--- src/axi_pkg.sv ---
`default_nettype none

package axi_pkg;

    localparam int ADDR_W = 32;
    localparam int DATA_W = 32;
    localparam int STRB_W = DATA_W / 8;

    typedef logic [ADDR_W-1:0] addr_t;
    typedef logic [DATA_W-1:0] data_t;
    typedef logic [STRB_W-1:0] strb_t;
    typedef logic [1:0]        resp_t;

    localparam resp_t RESP_OKAY   = 2'b00;
    localparam resp_t RESP_SLVERR = 2'b10;

    // master to slave
    typedef struct packed {
        addr_t awaddr;
        logic  awvalid;
        data_t wdata;
        strb_t wstrb;
        logic  wvalid;
        logic  bready;
        addr_t araddr;
        logic  arvalid;
        logic  rready;
    } axi_req_t;

    // slave to master
    typedef struct packed {
        logic  awready;
        logic  wready;
        resp_t bresp;
        logic  bvalid;
        logic  arready;
        data_t rdata;
        resp_t rresp;
        logic  rvalid;
    } axi_resp_t;

endpackage

`default_nettype wire

--- src/soc_pkg.sv ---
`default_nettype none

package soc_pkg;
    import axi_pkg::*;

    // memory map
    localparam addr_t SRAM_BASE   = 32'h1000_0000;
    localparam int    SRAM_WIN_W  = 16;     // 64 KiB
    localparam addr_t SYSIO_BASE  = 32'h2000_0000;
    localparam int    SYSIO_WIN_W = 12;     // 4 KiB

    typedef logic [SYSIO_WIN_W-1:0] io_ofs_t;

    localparam io_ofs_t GPIO_OUT_OFS = 12'h000;
    localparam io_ofs_t GPIO_OE_OFS  = 12'h004;
    localparam io_ofs_t GPIO_IN_OFS  = 12'h008;   // read only

    typedef enum logic [1:0] {
        SEL_SRAM,
        SEL_SYSIO,
        SEL_NONE
    } slave_sel_t;

    typedef enum logic [1:0] {
        ARB_IDLE,
        ARB_WRITE,
        ARB_READ
    } arb_state_t;

endpackage

`default_nettype wire

--- src/axi_decoder.sv ---
`timescale 1ns/10ps
`default_nettype none

module axi_decoder
    import axi_pkg::*;
    import soc_pkg::*;
#(
    parameter int SRAM_DEPTH = 1024
) (
    input  wire logic      clk,
    input  wire logic      rst_n,
    input  wire axi_req_t  bus_req,
    output axi_resp_t      bus_resp,
    output axi_req_t       sram_req,
    input  wire axi_resp_t sram_resp,
    output axi_req_t       sysio_req,
    input  wire axi_resp_t sysio_resp
);

    slave_sel_t sel_d, sel_q, sel;
    logic       busy;
    logic       err_b, err_r;
    logic       accept, done;
    addr_t      addr;
    axi_resp_t  err_resp;

    assign addr = bus_req.awvalid ? bus_req.awaddr : bus_req.araddr;

    always_comb begin
        if (addr[ADDR_W-1:SRAM_WIN_W] == SRAM_BASE[ADDR_W-1:SRAM_WIN_W] &&
            32'(addr[SRAM_WIN_W-1:2]) < 32'(SRAM_DEPTH))
            sel_d = SEL_SRAM;
        else if (addr[ADDR_W-1:SYSIO_WIN_W] == SYSIO_BASE[ADDR_W-1:SYSIO_WIN_W])
            sel_d = SEL_SYSIO;
        else
            sel_d = SEL_NONE;
    end

    assign sel = busy ? sel_q : sel_d;  // held until response done

    // unmapped addresses are answered here
    always_comb begin
        err_resp         = '0;
        err_resp.awready = !busy && bus_req.awvalid && bus_req.wvalid;
        err_resp.wready  = !busy && bus_req.awvalid && bus_req.wvalid;
        err_resp.arready = !busy && bus_req.arvalid;
        err_resp.bresp   = RESP_SLVERR;
        err_resp.bvalid  = err_b;
        err_resp.rresp   = RESP_SLVERR;
        err_resp.rvalid  = err_r;
    end

    always_comb begin
        sram_req  = (sel == SEL_SRAM)  ? bus_req : '0;
        sysio_req = (sel == SEL_SYSIO) ? bus_req : '0;
        case (sel)
            SEL_SRAM:  bus_resp = sram_resp;
            SEL_SYSIO: bus_resp = sysio_resp;
            default:   bus_resp = err_resp;
        endcase
    end

    assign accept = !busy && ((bus_req.awvalid && bus_resp.awready) ||
                              (bus_req.arvalid && bus_resp.arready));
    assign done   = (bus_resp.bvalid && bus_req.bready) ||
                    (bus_resp.rvalid && bus_req.rready);

    always_ff @(posedge clk or negedge rst_n) begin
        if (!rst_n) begin
            busy  <= 1'b0;
            sel_q <= SEL_NONE;
            err_b <= 1'b0;
            err_r <= 1'b0;
        end else begin
            if (accept) begin
                busy  <= 1'b1;
                sel_q <= sel_d;
                err_b <= (sel_d == SEL_NONE) && bus_req.awvalid;
                err_r <= (sel_d == SEL_NONE) && !bus_req.awvalid;
            end else if (done) begin
                busy  <= 1'b0;
                err_b <= 1'b0;
                err_r <= 1'b0;
            end
        end
    end

endmodule

`default_nettype wire

--- config.mk ---
export PLATFORM = sky130hd
export DESIGN_NAME = axi_decoder
export DESIGN_NICKNAME = d
export VERILOG_FILES = /design/src/axi_pkg.sv /design/src/soc_pkg.sv /design/src/axi_decoder.sv
export SDC_FILE = /design/constraint.sdc
export NUM_CORES = 1
export LEC_CHECK = 0
export ABC_CLOCK_PERIOD_IN_PS = 2500
export BUFFER_PORTS_ARGS = -buffer_cell sky130_fd_sc_hd__buf_2
export CAP_MARGIN = 20
export CORE_AREA = 2 2 172 174
export CTS_CLUSTER_SIZE = 28
export DETAILED_ROUTE_END_ITERATION = 7
export DIE_AREA = 0 0 174 176
export GPL_TIMING_DRIVEN = 0
export PLACE_DENSITY = 0.33
export SLEW_MARGIN = 10
export SYNTH_ARGS = -nofsm -noshare
export SYNTH_HDL_FRONTEND = slang
export SYNTH_SLANG_ARGS = --single-unit
--- constraint.sdc ---
create_clock -name clk -period 2.5 [get_ports clk]
set_input_delay 0.5 -clock clk [delete_from_list [all_inputs] [get_ports clk]]
set_output_delay 0.5 -clock clk [all_outputs]
set_load 0.03 [all_outputs]
Word-level counts from Yosys, hierarchy flattened:

Index checks and enable logic that the tools add are counted.

* bits in registers: 5
* latch bits: 0
* bits in writable memories: 0
* memory bits (read-only): 0
* input port bits: 189
* output and inout bits: 251
* logic and storage cells: 37
* memories: 0

* $add $sub $neg: 0
* $mul: 0
* divide/modulo/power cells: 0
* order comparisons: 1
* eq/ne operators: 4
* shift-type cells: 0
* muxes and demuxes: 11
* bitwise gates (word level): 0
* reductions and logical operators: 17

Operators by type and width (count)
* 2-to-1 mux 105 bit: 2
* case mux 41 bit (2 select lines): 1
* 2-to-1 mux 32 bit: 1
* equality test 20 x 18 -> 1 bit, second input constant: 1
* equality test 16 x 13 -> 1 bit, second input constant: 1
* less-than comparator 14 x 11 -> 1 bit, second input constant: 1
* logical AND 1 bit: 11
* 2-to-1 mux 2 bit: 3
* 2-to-1 mux 1 bit: 4
* equality test 2 x 1 -> 1 bit, second input constant: 1
* equality test 2 bit, second input constant: 1
* zero test 1 bit: 2
* zero test 2 bit: 1
* logical OR 1 bit: 2
* nonzero test 2 bit: 1

Longest topological paths before layout:

* depth in word-level cells: 11
* depth in mapped cells: 10
* gate-level depth less buffers: 6

Worst setup path before layout:

Ideal clock, no wire load.

* kind: input port to output port
* from: in bus_req[94] in the netlist's numbering
* to: out sysio_req[0] in the netlist's numbering
* arrival time: 2.432 ns
* required time: 2.000 ns
* path slack: -0.432 ns
* stages: 7
* buffers on the path: 2
* cells stage by stage: nor4_1 nand3_1 o32a_1 o21a_1 buf_6 clkbuf_1 nor3_1

RTL lines
* from (decl): RTL line axi_decoder.sv:12 `input wire axi_req_t bus_req,`
* to (decl): RTL line axi_decoder.sv:16 `output axi_req_t sysio_req,`

==> results.sh <==
export IMPL_num_antenna_cells=0
export IMPL_period_share_pct=127
export IMPL_grt_max_degree=11
export IMPL_cts_tree="yes"
export IMPL_skew_ns=0.00276
export IMPL_yosysTopAreaCell="and3_1"
export IMPL_insertion_delay_ns=0.23
export IMPL_final_area_um2=8260
export IMPL_cts_buffer_depth=2
export IMPL_synth_top_cells_by_count="and3_1 (107), and2_1 (103), mux2i_1 (44), nor2_1 (40), clkbuf_1 (25)"
export IMPL_rr_endpoint="busy"
export IMPL_gp_congestion=0.773
export IMPL_die_area_um2=30600
export IMPL_synthTopCellsByArea="and3_1 (24%), and2_1 (23%), mux2i_1 (16%)"
export IMPL_async_reset_ff_share_pct=100
export IMPL_antenna_found_initial=0
export IMPL_crit_fanout=11
export IMPL_num_vias=4939
export IMPL_firstDrtPassIters=4
export IMPL_fmax_mhz=316
export IMPL_yosys_warnings=0
export IMPL_synth_distinct_cells=44
export IMPL_p_leak_nw=4.09
export IMPL_initial_core_util_pct=9.86
export IMPL_drc=0
export IMPL_synth_edf_count=0
export IMPL_final_max_slew_viol_count=0
export IMPL_fin_nets=1071
export IMPL_power_density_nw_per_um2=124
export IMPL_post_route_min_period_ns=3.17
export IMPL_seqCellArea_um2=126
export IMPL_path_class="input port to primary output"
export IMPL_synth_top_area_share_pct=23.8
export IMPL_syn_area_um2=2820
export IMPL_cts_max_level=1
export IMPL_syn_nets=609
export IMPL_multiInputGateArea_um2=4010
export IMPL_row_count=62
export IMPL_die_w_um=174
export IMPL_yosysMostFrequentCell="and3_1"
export IMPL_netlist_instances=420
export IMPL_core_area_um2=28500
export IMPL_violations="setup timing"
export IMPL_startpoint="bus_req[72]"
export IMPL_dp_hpwl_um=18900
export IMPL_setup_violations=251
export IMPL_tightest_slew_ns=0.530
export IMPL_synth_seq_area_share_pct=4.49
export IMPL_clkSlewWorstSetupHoldPaths_ns=0.03
export IMPL_cts_sinks=5
export IMPL_p_total_mw=1.03
export IMPL_start_kind="input port"
export IMPL_reg2regPathDepth=8
export IMPL_end_kind="primary output"
export IMPL_final_hold_violation_count=0
export IMPL_ir_worst_vdd_mv=0.209
export IMPL_ant_nets=0
export IMPL_placed_area_um2=6750
export IMPL_drive_gt1_share_pct=91.1
export IMPL_grt_pass1_vias=5012
export IMPL_fillCellCount=3076
export IMPL_status="finished with violations"
export IMPL_root_buffer="clkbuf_16"
export IMPL_fin_ws_ns=-0.667
export IMPL_cp_required_ns=2.00
export IMPL_placement_io_buffers=439
export IMPL_syn_mean_instance_area_um2=6.70
export IMPL_fp_dieH_um=176
export IMPL_grt_ovfl_total=0
export IMPL_place_ws_ns=-1.60
export IMPL_finalWirelength_um=22600
export IMPL_slew_headroom_pct=64.7
export IMPL_crit_arrival_ns=2.67
export IMPL_cts_buffers=3
export IMPL_syn_to_final_growth_pct=194
export IMPL_r2r_start="busy"
export IMPL_rsz0062_at_grt="yes"
export IMPL_synth_ff_type="dfrtp_1"
export IMPL_synth_seq_cells=5
export IMPL_grt_pass1_wl_um=32300
export IMPL_grt_usage_pct=13.7
export IMPL_wl_per_cell_um=17.9
export IMPL_max_cap_violations=0
export IMPL_reg2reg_slack_ns=0.18
export IMPL_drt_vias_per_instance=3.90
export IMPL_initialDrtViolationCount=144
export IMPL_hold_class="input port to async pin"
export IMPL_ioPinCount=440
repair_timing:
action	in CTS	in global routing
setup endpoints to repair	256	255
setup buffers	13	3
gates cloned	1	1
resized for setup	259	96
pin swaps	7	8
hold buffers	0	0
through the flow:
step / hold WS (ns) / setup TNS (ns) / utilization [%] / std cells
4_1_cts: 0.0822 / -196.22 / 27.6 / 1261
5_1_grt: 0.0918 / -190.41 / 28.9 / 1265
6_report: 0.0815 / -149.85 / 28.9 / 1265
3_5_place_dp: 0.322 / -363.30 / 23.6 / 1243
3_3_place_gp: 0.321 / -350.30 / 23.6 / 1243
2_1_floorplan: 0.204 / -23.51 / - / 420
registers in the layout, indices dropped and copies added, names as in the netlist:
signal,cells
err_r,1
sel_q,2
busy,1
err_b,1
layout make-up:
cell class              count  area share [%]
plain buffers              45            6.42
repair buffers            457            36.6
flip-flops and latches      5            1.53
inverters                   5           0.227
clock buffers               4           0.954
well taps                 384            5.81
multi-input cells         365            48.5
routing by layer:
layer	part of all wire (%)	track usage (%)	up-vias
met3	5.0	1.79	12
met4	0.88	1.19	0
li1	-	-	2401
met2	53	26.1	231
met1	41	17.0	2295
met5	0	0	-
worst max-delay path: stages:
cell	delay, ns
buf_2	0.15
buf_6	0.17
nor3b_4	0.24
nor2_2	0.07
o32a_1	0.37
o21a_1	0.22
buf_12	0.16
buf_12	0.16
buf_12	0.18
mux2i_4	0.20
nor2_4	0.09
buf_6	0.14
worst max path at each step:
stage	endpoint	slack, ns	cells after the start
floorplan	bus_resp[8]	-0.27	9
global placement	sysio_req[97]	-1.56	11
detailed placement	sysio_req[97]	-1.60	11
CTS	bus_resp[10]	-0.85	11
global route	bus_resp[26]	-0.82	11
finish	bus_resp[14]	-0.67	12
logic make-up (layout without fill, tap and decap cells):
family          after synthesis  in the layout  share of synthesized area [%]
mux                          49             49                           17.6
buf+inv                      50            511                           9.33
flops                         5              5                           4.49
compound gates               29             29                           8.44
xor+xnor                      2              2                          0.622
simple gates                285            285                           59.5
cell usage in the layout, fill, tap and decap left out, types with 6 or more instances in the layout:
| master | count |
|---|---|
| mux2i_1 | 13 |
| and2_4 | 102 |
| buf_2 | 290 |
| mux2i_4 | 31 |
| nor2_4 | 31 |
| buf_6 | 73 |
| clkbuf_16 | 6 |
| clkbuf_1 | 8 |
| buf_12 | 9 |
| and3_4 | 104 |
| clkbuf_4 | 13 |
| nand2_1 | 8 |
| buf_4 | 92 |
| buf_8 | 7 |
report_power, final:
part / switching, mW / internal [mW]
combinational: 0.371 / 0.277
clock: 0.0489 / 0.211
sequential: 0.0161 / 0.102
Power figures use the tool's default switching activity.
