`src/axi_pkg.sv`:
```
`default_nettype none

package axi_pkg;

    localparam int ADDR_W = 32;
    localparam int DATA_W = 32;
    localparam int STRB_W = DATA_W / 8;

    typedef logic [ADDR_W-1:0] addr_t;
    typedef logic [DATA_W-1:0] data_t;
    typedef logic [STRB_W-1:0] strb_t;
    typedef logic [1:0]        resp_t;

    localparam resp_t RESP_OKAY   = 2'b00;
    localparam resp_t RESP_SLVERR = 2'b10;

    // master to slave
    typedef struct packed {
        addr_t awaddr;
        logic  awvalid;
        data_t wdata;
        strb_t wstrb;
        logic  wvalid;
        logic  bready;
        addr_t araddr;
        logic  arvalid;
        logic  rready;
    } axi_req_t;

    // slave to master
    typedef struct packed {
        logic  awready;
        logic  wready;
        resp_t bresp;
        logic  bvalid;
        logic  arready;
        data_t rdata;
        resp_t rresp;
        logic  rvalid;
    } axi_resp_t;

endpackage

`default_nettype wire

```
`src/soc_pkg.sv`:
```
`default_nettype none

package soc_pkg;
    import axi_pkg::*;

    // memory map
    localparam addr_t SRAM_BASE   = 32'h1000_0000;
    localparam int    SRAM_WIN_W  = 16;     // 64 KiB
    localparam addr_t SYSIO_BASE  = 32'h2000_0000;
    localparam int    SYSIO_WIN_W = 12;     // 4 KiB

    typedef logic [SYSIO_WIN_W-1:0] io_ofs_t;

    localparam io_ofs_t GPIO_OUT_OFS = 12'h000;
    localparam io_ofs_t GPIO_OE_OFS  = 12'h004;
    localparam io_ofs_t GPIO_IN_OFS  = 12'h008;   // read only

    typedef enum logic [1:0] {
        SEL_SRAM,
        SEL_SYSIO,
        SEL_NONE
    } slave_sel_t;

    typedef enum logic [1:0] {
        ARB_IDLE,
        ARB_WRITE,
        ARB_READ
    } arb_state_t;

endpackage

`default_nettype wire

```
`src/axi_arbiter.sv`:
```
`timescale 1ns/10ps
`default_nettype none

module axi_arbiter
    import axi_pkg::*;
    import soc_pkg::*;
(
    input  wire logic      clk,
    input  wire logic      rst_n,
    input  wire axi_req_t  m0_req,
    output axi_resp_t      m0_resp,
    input  wire axi_req_t  m1_req,
    output axi_resp_t      m1_resp,
    output axi_req_t       bus_req,
    input  wire axi_resp_t bus_resp
);

    arb_state_t state;
    logic       grant;      // 0 = m0, 1 = m1
    logic       last;       // master served last
    logic       wr0, wr1;
    logic       any0, any1;
    logic       pick;
    logic       done;
    axi_req_t   gnt_req;

    assign wr0  = m0_req.awvalid & m0_req.wvalid;
    assign wr1  = m1_req.awvalid & m1_req.wvalid;
    assign any0 = wr0 | m0_req.arvalid;
    assign any1 = wr1 | m1_req.arvalid;
    assign pick = (any0 && any1) ? ~last : any1;

    assign gnt_req = grant ? m1_req : m0_req;

    assign done = (state == ARB_WRITE && bus_resp.bvalid && gnt_req.bready) ||
                  (state == ARB_READ  && bus_resp.rvalid && gnt_req.rready);

    //******************************************************************
    // grant FSM
    always_ff @(posedge clk or negedge rst_n) begin
        if (!rst_n) begin
            state <= ARB_IDLE;
            grant <= 1'b0;
            last  <= 1'b1;      // m0 first out of reset
        end else begin
            case (state)
                ARB_IDLE: begin
                    if (any0 || any1) begin
                        grant <= pick;
                        last  <= pick;
                        state <= (pick ? wr1 : wr0) ? ARB_WRITE : ARB_READ;
                    end
                end
                default: begin
                    if (done)
                        state <= ARB_IDLE;
                end
            endcase
        end
    end

    //******************************************************************
    // forward only the channel that was granted
    always_comb begin
        bus_req = '0;
        if (state == ARB_WRITE) begin
            bus_req.awaddr  = gnt_req.awaddr;
            bus_req.awvalid = gnt_req.awvalid;
            bus_req.wdata   = gnt_req.wdata;
            bus_req.wstrb   = gnt_req.wstrb;
            bus_req.wvalid  = gnt_req.wvalid;
            bus_req.bready  = gnt_req.bready;
        end else if (state == ARB_READ) begin
            bus_req.araddr  = gnt_req.araddr;
            bus_req.arvalid = gnt_req.arvalid;
            bus_req.rready  = gnt_req.rready;
        end
    end

    always_comb begin
        m0_resp = '0;
        m1_resp = '0;
        if (state != ARB_IDLE) begin
            if (grant)
                m1_resp = bus_resp;
            else
                m0_resp = bus_resp;
        end
    end

endmodule

`default_nettype wire

```
`config.mk`:
```
export PLATFORM = sky130hd
export DESIGN_NAME = axi_arbiter
export DESIGN_NICKNAME = d
export VERILOG_FILES = /design/src/axi_pkg.sv /design/src/soc_pkg.sv /design/src/axi_arbiter.sv
export SDC_FILE = /design/constraint.sdc
export NUM_CORES = 1
export LEC_CHECK = 0
export ABC_CLOCK_PERIOD_IN_PS = 3550
export BUFFER_PORTS_ARGS = -buffer_cell sky130_fd_sc_hd__buf_2
export CORE_AREA = 3 3 172 174
export CTS_BUF_LIST = sky130_fd_sc_hd__clkbuf_4 sky130_fd_sc_hd__clkbuf_8
export CTS_CLUSTER_SIZE = 16
export DETAILED_ROUTE_END_ITERATION = 16
export DIE_AREA = 0 0 175 177
export PLACE_DENSITY = 0.33
export SETUP_SLACK_MARGIN = 0.2
export SKIP_CTS_REPAIR_TIMING = 1
export SYNTH_ARGS = -nofsm -noshare
export SYNTH_HDL_FRONTEND = slang
export SYNTH_SLANG_ARGS = --single-unit
```
`constraint.sdc`:
```
create_clock -name clk -period 3.55 [get_ports clk]
set_clock_uncertainty 0.15 [all_clocks]
set_input_delay 0.355 -clock clk [delete_from_list [all_inputs] [get_ports clk]]
set_output_delay 0.355 -clock clk [all_outputs]
set_load 0.01 [all_outputs]
```
Word-level counts from Yosys, hierarchy flattened
Cells that the tools add are included. W data, S select, Z words.

Register bits after elaboration: 4. Input port bits: 253. Output and inout port bits: 187.

Bitwise logic cells: 5. Muxes and demuxes: 14. Equal/unequal tests: 3. Reductions and logical operators: 12.

Operators with widths (count): $mux W41 (4); $mux W105 (1); $mux W71 (1); $mux W34 (2); $mux W2 (4); $logic_and A1 B1 Y1 (5); $reduce_and A2 Y1 (2); $reduce_bool A2 Y1 (2); $and A1 B1 Y1 (2); $eq A2 B1 Y1 const B (1); $eq A2 B2 Y1 const B (1); $logic_not A2 Y1 (1); $logic_or A1 B1 Y1 (2); $mux W1 (2); $ne A2 B2 Y1 const B (1); $or A1 B1 Y1 (2); $not A1 Y1 (1).

Longest topological paths before layout
Gate-level depths: netlist of the first run.

Word-level depth: 8. Gate-level depth with buffers: 5.

Worst setup path before layout of the first run
No wires, ideal clock.

Path kind: reg2out. From: reg grant. To: out m0_resp[36] (netlist name). Arrival time: 1100 ps. Required time: 3045 ps. Slack: 1945 ps. Path buffers: 3. Stages on the path, launching flop included: 5. Cells stage by stage: dfrtp_1 > buf_4 > buf_6 > buf_6 > nor3_1.

RTL lines: start, declared (line axi_arbiter.sv:19) `logic grant;`; start signal, assigned (line axi_arbiter.sv:49) `grant <= pick;`; end, declared (line axi_arbiter.sv:11) `output axi_resp_t m0_resp,`.

==> impl_results.md, run 1 <==
- Post-Synth XOR/XNOR Area: 0%
- CTS tree: done
- Largest net degree at the start of global routing: 49
- CP startpoint: state[1]
- First-pass GRT wire length: approximately 22000 µm
- Dominant cell type by area after synthesis: mux2i_1
- Overall die width: 175 µm
- Post-route ant nets: 0
- Yosys top cell area share: 43.1%
- IO Pins: 440
- Crit-path max FO: 30
- DRT Pass-1 Iters: 6
- Row cnt: 61
- Yosys cell types: 25
- Max-cap violations: 0
- DPL Wire Length: 13900 µm
- #FFs+latches synth: 4
- Area growth syn-to-layout: 106%
- # clock sinks: 4
- Overall power: 3080 µW
- LEAKAGE: ~0.0032 µW
- Synth Cell Area: 2440 µm²
- Via count: 3928
- Post-Synthesis Cells: 353
- Initial core utilization: 8.73%
- Final wirelength: 15900 µm
- Share of async-settable or async-resettable flops after synthesis: 100%
- Gate power share: 91.0%
- Sequential share of the synthesized area: ~4.2%
- Number of buffers created by CTS: 3
- Final Max Slew Viols: 0
- Max Root-Sink Buffers: 2
- Clock power share: 3.6%
- Net Sw Frac: 54.3%
- Initial antenna violation count: 2
- Post-route insts no fill: 1152
- Mapped Avg Cell Area: 6.91 µm²
- Worst VDD drop: between 200 and 300 µV
- Avg WL per Cell: 13.8 µm
- Commonest cells post-synth: 105 x mux2i_1, 105 x nor2_1, 81 x and2_1
- Critical Path AT: 1920 ps
- CP endpoint kind: output port
- Launch point of the worst reg-to-reg path: grant
- Routed vias/inst: approximately 3.4
- Multi-input combinational cell area: 2120 µm²
- Grt total ovfl: 0
- DRC: 0
- Internal: 1410 µW
- Setup TNS: 0 ps
- Largest family of logic cells by synthesized area: multiplexers
- Share of cells above drive strength 1: between 50% and 60%
- Cell count after placement: 1145
- WS Path Type: reg -> out
- GRT Overall Usage: 9.04%
- Die area: 31000 µm²
- Fraction of synthesized area in multiplexers: a little over two fifths
- Vias in the first global route: 3991
- EDFF count, synth: 0
- Syn nets: 606
- Fin area: 5020 µm²
- Crit path launch type: flop
- # H-tree levels: 1
- Seq pwr share: 5.4%
- PwrDens: 613 nW/µm²
- Initial drt markers: 70
- Final Critical Period: 2430 ps
- GPL Wtd Cong: 0.754
- Clk Tree Root Cell: clkbuf_8
- Worst Path Required: 3040 ps
- R2R cell count: 4
- Synth Area in Compound Gates: 3.03%
- Adder-cell area share of the yosys netlist: 0%
- Syn. warnings: 0
- Least-Margin Pin Slew: 731 ps
- Leading post-synthesis cells by cell area: mux2i_1 43%, and2_1 21%, nor2_1 16%, buf_4 3.4%, buf_2 3.3%
- Sequential Area: 105 µm²
- Max_slew headroom: 51.2%
- PortBufs: 439
- Reg-to-Reg End: state[1]
- # setup viols final: 0
- Ys flop type: dfrtp_1
- Hold WC Path Type: in -> async
- Cell Area, Placed: 4960 µm²
- Psw: about 1700 µW
- Die H: 177 µm
- Worst skew pair latency: 220 ps
- RSZ-0062 raised after global routing: false
- Fin nets: between 1000 and 1500
- Simple-Gate Fraction of Synth Area: 40.6%
- Register clock-pin slew on the reported worst setup and hold paths: 40 ps
- Fill cells: about 3300
- Core area: 27900 µm²
- Final hold vios: 0
- Status: complete, no violations
- Period utilization: 68.3%
- Reg-to-reg setup timing slack: roughly 1700 ps
- Fmax: 0.412 GHz
-- worst max-delay path by stage --
stage	to	depth (start not counted)	slack (ps)
floorplan	m0_resp[36]	4	1950
global placement	bus_req[83]	4	1250
detailed placement	bus_req[44]	4	1280
CTS	bus_req[44]	4	1040
global route	bus_req[78]	4	930
finish	bus_req[44]	4	1120
-- layer usage --
metal / up-vias / share of wire, % / global-route usage [%]
li1: 1998 / - / -
met1: 1683 / 34 / 9.39
met2: 241 / 55 / 18.7
met3: 6 / 10 / 2.06
met4: 0 / 0.67 / 1.16
met5: - / 0 / 0
-- placed cells by master (no fill, tap or decap) --
| master | count |
|---|---|
| buf_2 | 439 |
| mux2i_1 | 105 |
| nor2_1 | 105 |
| and2_1 | 81 |
| buf_4 | 6 |
| nand2b_1 | 3 |
| nor3_1 | 3 |
| nand2_1 | 3 |
| clkbuf_8 | 3 |
| diode_2 | 2 |
| a21oi_1 | 2 |
| o21ai_0 | 2 |
| dfrtp_1 | 2 |
| nand2b_2 | 1 |
| nor2_4 | 1 |
| nor2_2 | 1 |
| inv_1 | 1 |
| nor2b_4 | 1 |
| o41ai_1 | 1 |
| nor2b_1 | 1 |
| a2bb2oi_1 | 1 |
| a31oi_1 | 1 |
| o31a_1 | 1 |
| a31o_1 | 1 |
| o21ai_1 | 1 |
| o21a_1 | 1 |
| clkbuf_4 | 1 |
| dfrtp_4 | 1 |
| dlygate4sd3_1 | 1 |
| dfstp_2 | 1 |
| buf_12 | 1 |
-- metrics by stage --
stage	util, %	hold WS, ps	setup slack (ps)
2_1_floorplan	-	-90.6	1950
3_3_place_gp	17.8	18.2	1250
3_5_place_dp	17.8	19.6	1280
4_1_cts	17.9	-216	1040
5_1_grt	18.0	411	929
6_report	18.0	376	1120
-- final cells by class --
type / count / area share (%)
antenna: 2 / 0.0996
clock buffer: 4 / 0.971
timing repair buffer: 447 / 45.2
tap: 378 / 9.41
inverter: 1 / 0.0747
multi-input combinational: 316 / 42.1
sequential: 4 / 2.09
-- cells by family (layout without fill, tap and decap cells) --
family                 Yosys count  in the layout
flip-flops                       4              4
buffers and inverters           33            452
AND/OR/NAND/NOR                200            200
AO/OA/AOI/OAI                   11             11
other                            0              2
multiplexers                   105            105
-- registers in the layout, summed over array words and instances (netlist names) --
name and count:
grant 1, state 2, last 1
-- worst max-delay path, cell delays in order (launching register included) --
cell and delay, ps:
dfrtp_1 520, nand2b_2 530, buf_4 390, nor2_1 90
buf_2 150
-- power by group through the flow --
stage	combinational, µW	sequential (µW)	clock, µW
final	2800	167	110
after global routing	3070	178	116
after detailed placement	2860	172	0
after floorplan	1910	103	0
after global placement	2900	168	0
after CTS	2870	171	113
No activity file was read; power rests on OpenSTA's default activity.
==> run 2, diff against run 1 <==
--- a/config.mk
+++ b/config.mk
@@ -5,14 +5,15 @@
 export SDC_FILE = /design/constraint.sdc
 export NUM_CORES = 1
 export LEC_CHECK = 0
-export ABC_CLOCK_PERIOD_IN_PS = 3550
+export ABC_AREA = 1
+export ABC_CLOCK_PERIOD_IN_PS = 2290
 export BUFFER_PORTS_ARGS = -buffer_cell sky130_fd_sc_hd__buf_2
-export CORE_AREA = 3 3 172 174
+export CORE_AREA = 3 3 169 171
 export CTS_BUF_LIST = sky130_fd_sc_hd__clkbuf_4 sky130_fd_sc_hd__clkbuf_8
 export CTS_CLUSTER_SIZE = 16
 export DETAILED_ROUTE_END_ITERATION = 16
-export DIE_AREA = 0 0 175 177
-export PLACE_DENSITY = 0.33
+export DIE_AREA = 0 0 172 174
+export PLACE_DENSITY = 0.36
 export SETUP_SLACK_MARGIN = 0.2
 export SKIP_CTS_REPAIR_TIMING = 1
 export SYNTH_ARGS = -nofsm -noshare
==> constraint.sdc (replaced) <==
create_clock -name clk -period 2.29 [get_ports clk]
set_clock_uncertainty 0.15 [all_clocks]
set_input_delay 0.229 -clock clk [delete_from_list [all_inputs] [get_ports clk]]
set_output_delay 0.229 -clock clk [all_outputs]
set_load 0.01 [all_outputs]
==> impl_results.md, run 2 <==
- Final Util: 20.9% (was 18.0%)
- Worst Slack Setup Final: 245 ps (was 1120 ps)
- # H-tree levels: 1 (unchanged)
- Die H: 174 µm (was 177 µm)
- Grt total ovfl: 0 (unchanged)
- Worst skew pair latency: 210 ps (was 220 ps)
- Routed vias/inst: 3.81 (was 3.41)
- GPL Wtd Cong: 0.824 (was 0.754)
- Largest Register: state (unchanged)
- Max Root-Sink Buffers: 2 (unchanged)
- Clk Tree Root Cell: clkbuf_8 (unchanged)
- Worst VDD drop: 473 µV (was 271 µV)
- Status: complete, no violations (unchanged)
- Mapped Avg Cell Area: 5.46 µm² (was 6.91 µm²)
- Delay-heaviest family, CP: buffers and inverters (was simple AND/OR/NAND/NOR gates)
- Largest registers: state (2), grant (1), last (1) (unchanged)
- CP endpoint kind: output port (unchanged)
- DRC: 0 (unchanged)
- Max reg flops: 2 (unchanged)
- Setup TNS: 0 ps (unchanged)
- Least-Margin Pin Slew: 432 ps (was 731 ps)
- Crit path launch type: flop (unchanged)
- Period utilization: between 80 and 90%
- Crit-path max FO: 51 (was 30)
- Critical Path AT: 1670 ps (was 1920 ps)
- Final wirelength: 19200 µm (was 15900 µm)
- GRT Overall Usage: 11.3% (was 9.04%)
- First-pass GRT wire length: 26800 µm (was 22200 µm)
- Number of buffers created by CTS: 3 (unchanged)
- Commonest cells post-synth: 229 x nand2_1, 105 x a21oi_1, 81 x nor3_2 (was 105 x mux2i_1, 105 x nor2_1, 81 x and2_1)
- Max_slew headroom: 71.1% (was 51.2%)
- Cell Area, Placed: 5470 µm² (was 4960 µm²)
- PwrDens: 996 nW/µm² (was 613 nW/µm²)
- DPL Wire Length: 15700 µm (was 13900 µm)
- #FFs+latches synth: 4 (unchanged)
- Leading post-synthesis cells by cell area: nand2_1 30%, nor3_2 28%, a21oi_1 18%, inv_1 6.2%, buf_2 4.3% (was mux2i_1 43%, and2_1 21%, nor2_1 16%, buf_4 3.4%, buf_2 3.3%)
- Slowest CP cell: dfrtp_4 (was nand2b_2)
- PortBufs: 439 (unchanged)
- # setup viols final: 0 (unchanged)
- CTS tree: done (unchanged)
- LEAKAGE: 0.00334 µW (was 0.00321 µW)
- Commonest non-fill, non-tap cell in the layout: buf_2 (unchanged)
- Largest net degree at the start of global routing: 97 (was 49)
- Yosys top cell area share: 29.5% (was 43.1%)
- Vias in the first global route: 4828 (was 3991)
- # clock sinks: 4 (unchanged)
- Sequential share of the synthesized area: 3.48% (was 4.16%)
- Initial antenna violation count: 0 (was 2)
- Buffers and inverters on the worst path: 2 (unchanged)
- IO Pins: 440 (unchanged)
- RSZ-0062 raised after global routing: true (was false)
- Fin area: 5640 µm² (was 5020 µm²)
- Most common cell in the synthesized netlist: nand2_1
- Critical path's largest stage delay: 540 ps (was 530 ps)
- Fmax: 0.489 GHz
- Post-Synthesis Cells: 533 (was 353)
- Post-route ant nets: 0 (unchanged)
- Die area: 29900 µm² (was 31000 µm²)
- Syn nets: 786 (was 606)
- Ordered cell list for the critical path: clkbuf_8 -> nand2_1 -> a21oi_1 -> buf_2 (was nand2b_2 -> buf_4 -> nor2_1 -> buf_2)
- Via count: 4926 (was 3928)
- EDFF count, synth: 0 (unchanged)
- # diodes: 0 (was 2)
- Dominant cell type by area after synthesis: nand2_1 (was mux2i_1)
- Overall die width: 172 µm (was 175 µm)
- Worst Path Required: 1910 ps (was 3040 ps)
- Share of cells above drive strength 1: 58.3% (was 59.1%)
- Fin nets: 1207 (was 1026)
- Commonest cells after routing, fill and taps aside: 439 x buf_2, 228 x nand2_1, 105 x a21oi_1 (was 439 x buf_2, 105 x mux2i_1, 105 x nor2_1)
- Synth Cell Area: 2910 µm² (was 2440 µm²)
- DRT Pass-1 Iters: 4 (was 6)
- WS Path Type: reg -> out (unchanged)
- Hold WC Path Type: in -> async (unchanged)
- Final hold vios: 0 (unchanged)
- Fill cells: 3166 (was 3260)
- Syn. warnings: 0 (unchanged)
- Initial core utilization: 10.8% (was 8.73%)
- Initial drt markers: 185 (was 70)
- Register clock-pin slew on the reported worst setup and hold paths: 30 ps (was 40 ps)
- Final Max Slew Viols: 0 (unchanged)
- Max-cap violations: 0 (unchanged)
- Core area: 27000 µm² (was 27900 µm²)
- Avg WL per Cell: 14.8 µm (was 13.8 µm)
- Final hold slack: 243 ps (was 376 ps)
- Worst slack, placed: 353 ps (was 1280 ps)
- Area growth syn-to-layout: 93.9% (was 106%)
- Yosys cell types: 17 (was 25)
- Row cnt: 60 (was 61)
- Share of async-settable or async-resettable flops after synthesis: 100% (unchanged)
- Ys flop type: dfrtp_1 (unchanged)
- Final Critical Period: 2040 ps
## run 2: cell count changes after synthesis, sizes merged, moves of 2 or more
cell | previous run | this run
nand3 | 0 | 3
inv | 1 | 49
nand2 | 3 | 229
nor2b | 2 | 0
nor3 | 3 | 82
nand2b | 4 | 0
nor2 | 107 | 6
nand4 | 0 | 2
and2 | 81 | 0
mux2i | 105 | 0
o21ai | 3 | 1
buf | 32 | 51
a21oi | 2 | 105
## run 2: worst register-to-register path, delay by kind of cell, from the launching register on
kind / cells / cell delay, ps
flops: 1 / 540
simple gates: 5 / 490
buf+inv: 1 / 390
## run 2: layout make-up
class	count	area, µm²	area share, %
flip-flops and latches	4	105	1.86
well taps	341	427	7.56
repair inverters	1	11.3	0.200
clock buffers	4	48.8	0.865
inverters	49	210	3.73
repair buffers	466	2560	45.4
multi-input cells	429	2280	40.4
## run 2: per-stage QoR
step,cells,power [µW]
3_5_place_dp,1284,5310
6_report,1294,5620
4_1_cts,1288,5490
2_1_floorplan,533,3430
3_3_place_gp,1284,5370
5_1_grt,1294,6190
## run 2: report_power, final
| group | switching (µW) | internal, µW | total, µW |
|---|---|---|---|
| Combinational | 3260 | 1980 | 5240 |
| Sequential | 86.8 | 118 | 205 |
| Clock | 35.9 | 131 | 167 |
## run 2: path summary, 6_finish.rpt
check / from / endpoint / slack [ps] / depth (start not counted)
min in group clk: m1_req[72] / state[1] / 280 / 4
max reg2reg: grant / state[1] / 600 / 6
max in group asynchronous: rst_n / last / 1540 / 2
min reg2reg: last / last / 320 / 2
max: grant / bus_req[36] / 250 / 4
min: rst_n / state[0] / 240 / 2
## run 2: per-layer routing
metal	up-vias	track usage, %	routed length, µm	part of all wire (%)
li1	2539	-	-	-
met1	2130	12.9	7480	39
met2	245	22.0	10200	53
met3	12	1.89	1370	7.1
met4	0	1.70	196	1.0
met5	-	0	0	0
## run 2: cells by family after synthesis
family                 Yosys count  synth area share [%]
AND/OR/NAND/NOR                322                  59.4
AO/OA/AOI/OAI                  107                  18.5
buffers and inverters          100                  18.6
flip-flops                       4                  3.48
==> run 3, diff against run 2 <==
--- a/config.mk
+++ b/config.mk
@@ -13,7 +13,7 @@
 export CTS_CLUSTER_SIZE = 16
 export DETAILED_ROUTE_END_ITERATION = 16
 export DIE_AREA = 0 0 172 174
-export PLACE_DENSITY = 0.36
+export PLACE_DENSITY_LB_ADDON = 0.08
 export SETUP_SLACK_MARGIN = 0.2
 export SKIP_CTS_REPAIR_TIMING = 1
 export SYNTH_ARGS = -nofsm -noshare
==> impl_results.md, run 3 (synthesis results as in run 2) <==
- Final hold vios: 0 (unchanged)
- Setup TNS: 0 ps (unchanged)
- Max_slew headroom: 80.0% (was 71.1%)
- DRT Pass-1 Iters: 4 (unchanged)
- Critical Path AT: 1580 ps (was 1670 ps)
- Met1 WL: 6340 µm (was 7480 µm)
- Grt total ovfl: 0 (unchanged)
- Metal3 WL: 1670 µm (was 1370 µm)
- Post-route ant nets: 0 (unchanged)
- PortBufs: 439 (unchanged)
- Top routing layer in use: met4 (unchanged)
- Max-cap violations: 0 (unchanged)
- # H-tree levels: 1 (unchanged)
- CP endpoint kind: output port (unchanged)
- Initial antenna violation count: 1 (was 0)
- Worst Slack Setup Final: 334 ps (was 245 ps)
- CTS tree: done (unchanged)
- DRC: 0 (unchanged)
- Max reg flops: 2 (unchanged)
- Clk Tree Root Cell: clkbuf_8 (unchanged)
- First-pass GRT wire length: 26400 µm (was 26800 µm)
- Final Critical Period: 1960 ps (was 2040 ps)
- Period utilization: 85.4% (was 89.3%)
- Overall power: 5560 µW (was 5620 µW)
- Post-route insts no fill: 1293 (was 1294)
- Commonest non-fill, non-tap cell in the layout: buf_2 (unchanged)
- WS Path Type: reg -> out (unchanged)
- Worst Path Required: 1910 ps (about the same)
- Share of cells above drive strength 1: 58.3% (about the same)
- DPL Wire Length: 15200 µm (was 15700 µm)
- IO Pins: 440 (unchanged)
- Die area: 29900 µm² (unchanged)
- Overall die width: 172 µm (unchanged)
- # setup viols final: 0 (unchanged)
- Vias in the first global route: 4769 (was 4828)
- Fmax: 0.511 GHz (was 0.489 GHz)
- Worst skew pair latency: 220 ps (was 210 ps)
- RSZ-0062 raised after global routing: false (was true)
- Worst VDD drop: 335 µV (was 473 µV)
- Largest net degree at the start of global routing: 99 (was 97)
- Row cnt: 60 (unchanged)
- Via count: 4911 (was 4926)
- PwrDens: 989 nW/µm² (was 996 nW/µm²)
- Fill cells: 3172 (was 3166)
- Core area: 27000 µm² (unchanged)
- Number of buffers created by CTS: 3 (unchanged)
- Final wirelength: 18400 µm (was 19200 µm)
- Max Root-Sink Buffers: 2 (unchanged)
- Initial core utilization: 10.8% (unchanged)
- Initial drt markers: 137 (was 185)
- GPL Wtd Cong: 0.777 (was 0.824)
- Final Util: 20.8% (was 20.9%)
- Largest registers: state (2), grant (1), last (1) (unchanged)
- Avg WL per Cell: 14.3 µm (was 14.8 µm)
- Worst slack, placed: 427 ps (was 353 ps)
- Fin nets: 1205 (was 1207)
- GRT Overall Usage: 11.0% (was 11.3%)
- Crit-path max FO: 27 (was 51)
- Routed vias/inst: 3.80 (was 3.81)
- LEAKAGE: 0.00333 µW (was 0.00334 µW)
- Least-Margin Pin Slew: 299 ps (was 432 ps)
- Met2 wire len: 10200 µm (about the same)
- Area growth syn-to-layout: 93.3% (was 93.9%)
- Commonest cells after routing, fill and taps aside: 439 x buf_2, 228 x nand2_1, 105 x a21oi_1 (unchanged)
- Final Max Slew Viols: 0 (unchanged)
- Hold WC Path Type: in -> async (unchanged)
- Register clock-pin slew on the reported worst setup and hold paths: 30 ps (about the same)
- # clock sinks: 4 (unchanged)
- Largest Register: state (unchanged)
- Cell count after placement: 1285 (was 1284)
- Die H: 174 µm (unchanged)
- Status: complete, no violations (unchanged)
- Crit path launch type: flop (unchanged)
[run 3: through the flow]
stage                     cell area [µm²]  hold slack (ps)
after floorplan                      2910             -217
after global placement               5500             -102
after detailed placement             5500             -109
after CTS                            5550             -338
after global routing                 5620              245
final                                5620              226
[run 3: layout make-up]
cell class / count / area (µm²) / area share (%)
Antenna cell: 1 / 2.50 / 0.0445
Multi-Input combinational cell: 429 / 2270 / 40.4
Tap cell: 341 / 427 / 7.59
Timing Repair Buffer: 465 / 2570 / 45.7
Clock buffer: 4 / 48.8 / 0.868
Inverter: 49 / 196 / 3.49
Sequential cell: 4 / 105 / 1.87
[run 3: critical path, cell delays in order (launching register included)]
cell and delay, ps:
dfrtp_4 550, clkinv_8 170, buf_4 240, nand2_1 70, a21oi_1 150, buf_2 160
[run 3: metal layers]
metal  GRT usage (%)  vias to the layer above
li1                -                     2537
met1            11.0                     2114
met2            22.6                      248
met3            2.89                       12
met4            1.73                        0
met5               0                        -
[run 3: power breakdown]
group / internal (µW) / leakage [µW] / switching (µW)
Clock: 131 / 0.0000262 / 37.8
Sequential: 119 / 0.0000464 / 71.8
Combinational: 2020 / 0.00326 / 3180
Total: 2270 / 0.00333 / 3290
[run 3: worst paths after layout]
path | from | slack [ps] | depth (start not counted) | end
worst max-delay path | grant | 330 | 5 | bus_req[47]
worst min-delay path | rst_n | 230 | 2 | grant
worst max register to register | grant | 790 | 6 | state[0]
worst min register to register | last | 320 | 2 | last
max in group asynchronous | rst_n | 1560 | 2 | last
min in group clk | m1_req[72] | 260 | 4 | state[1]
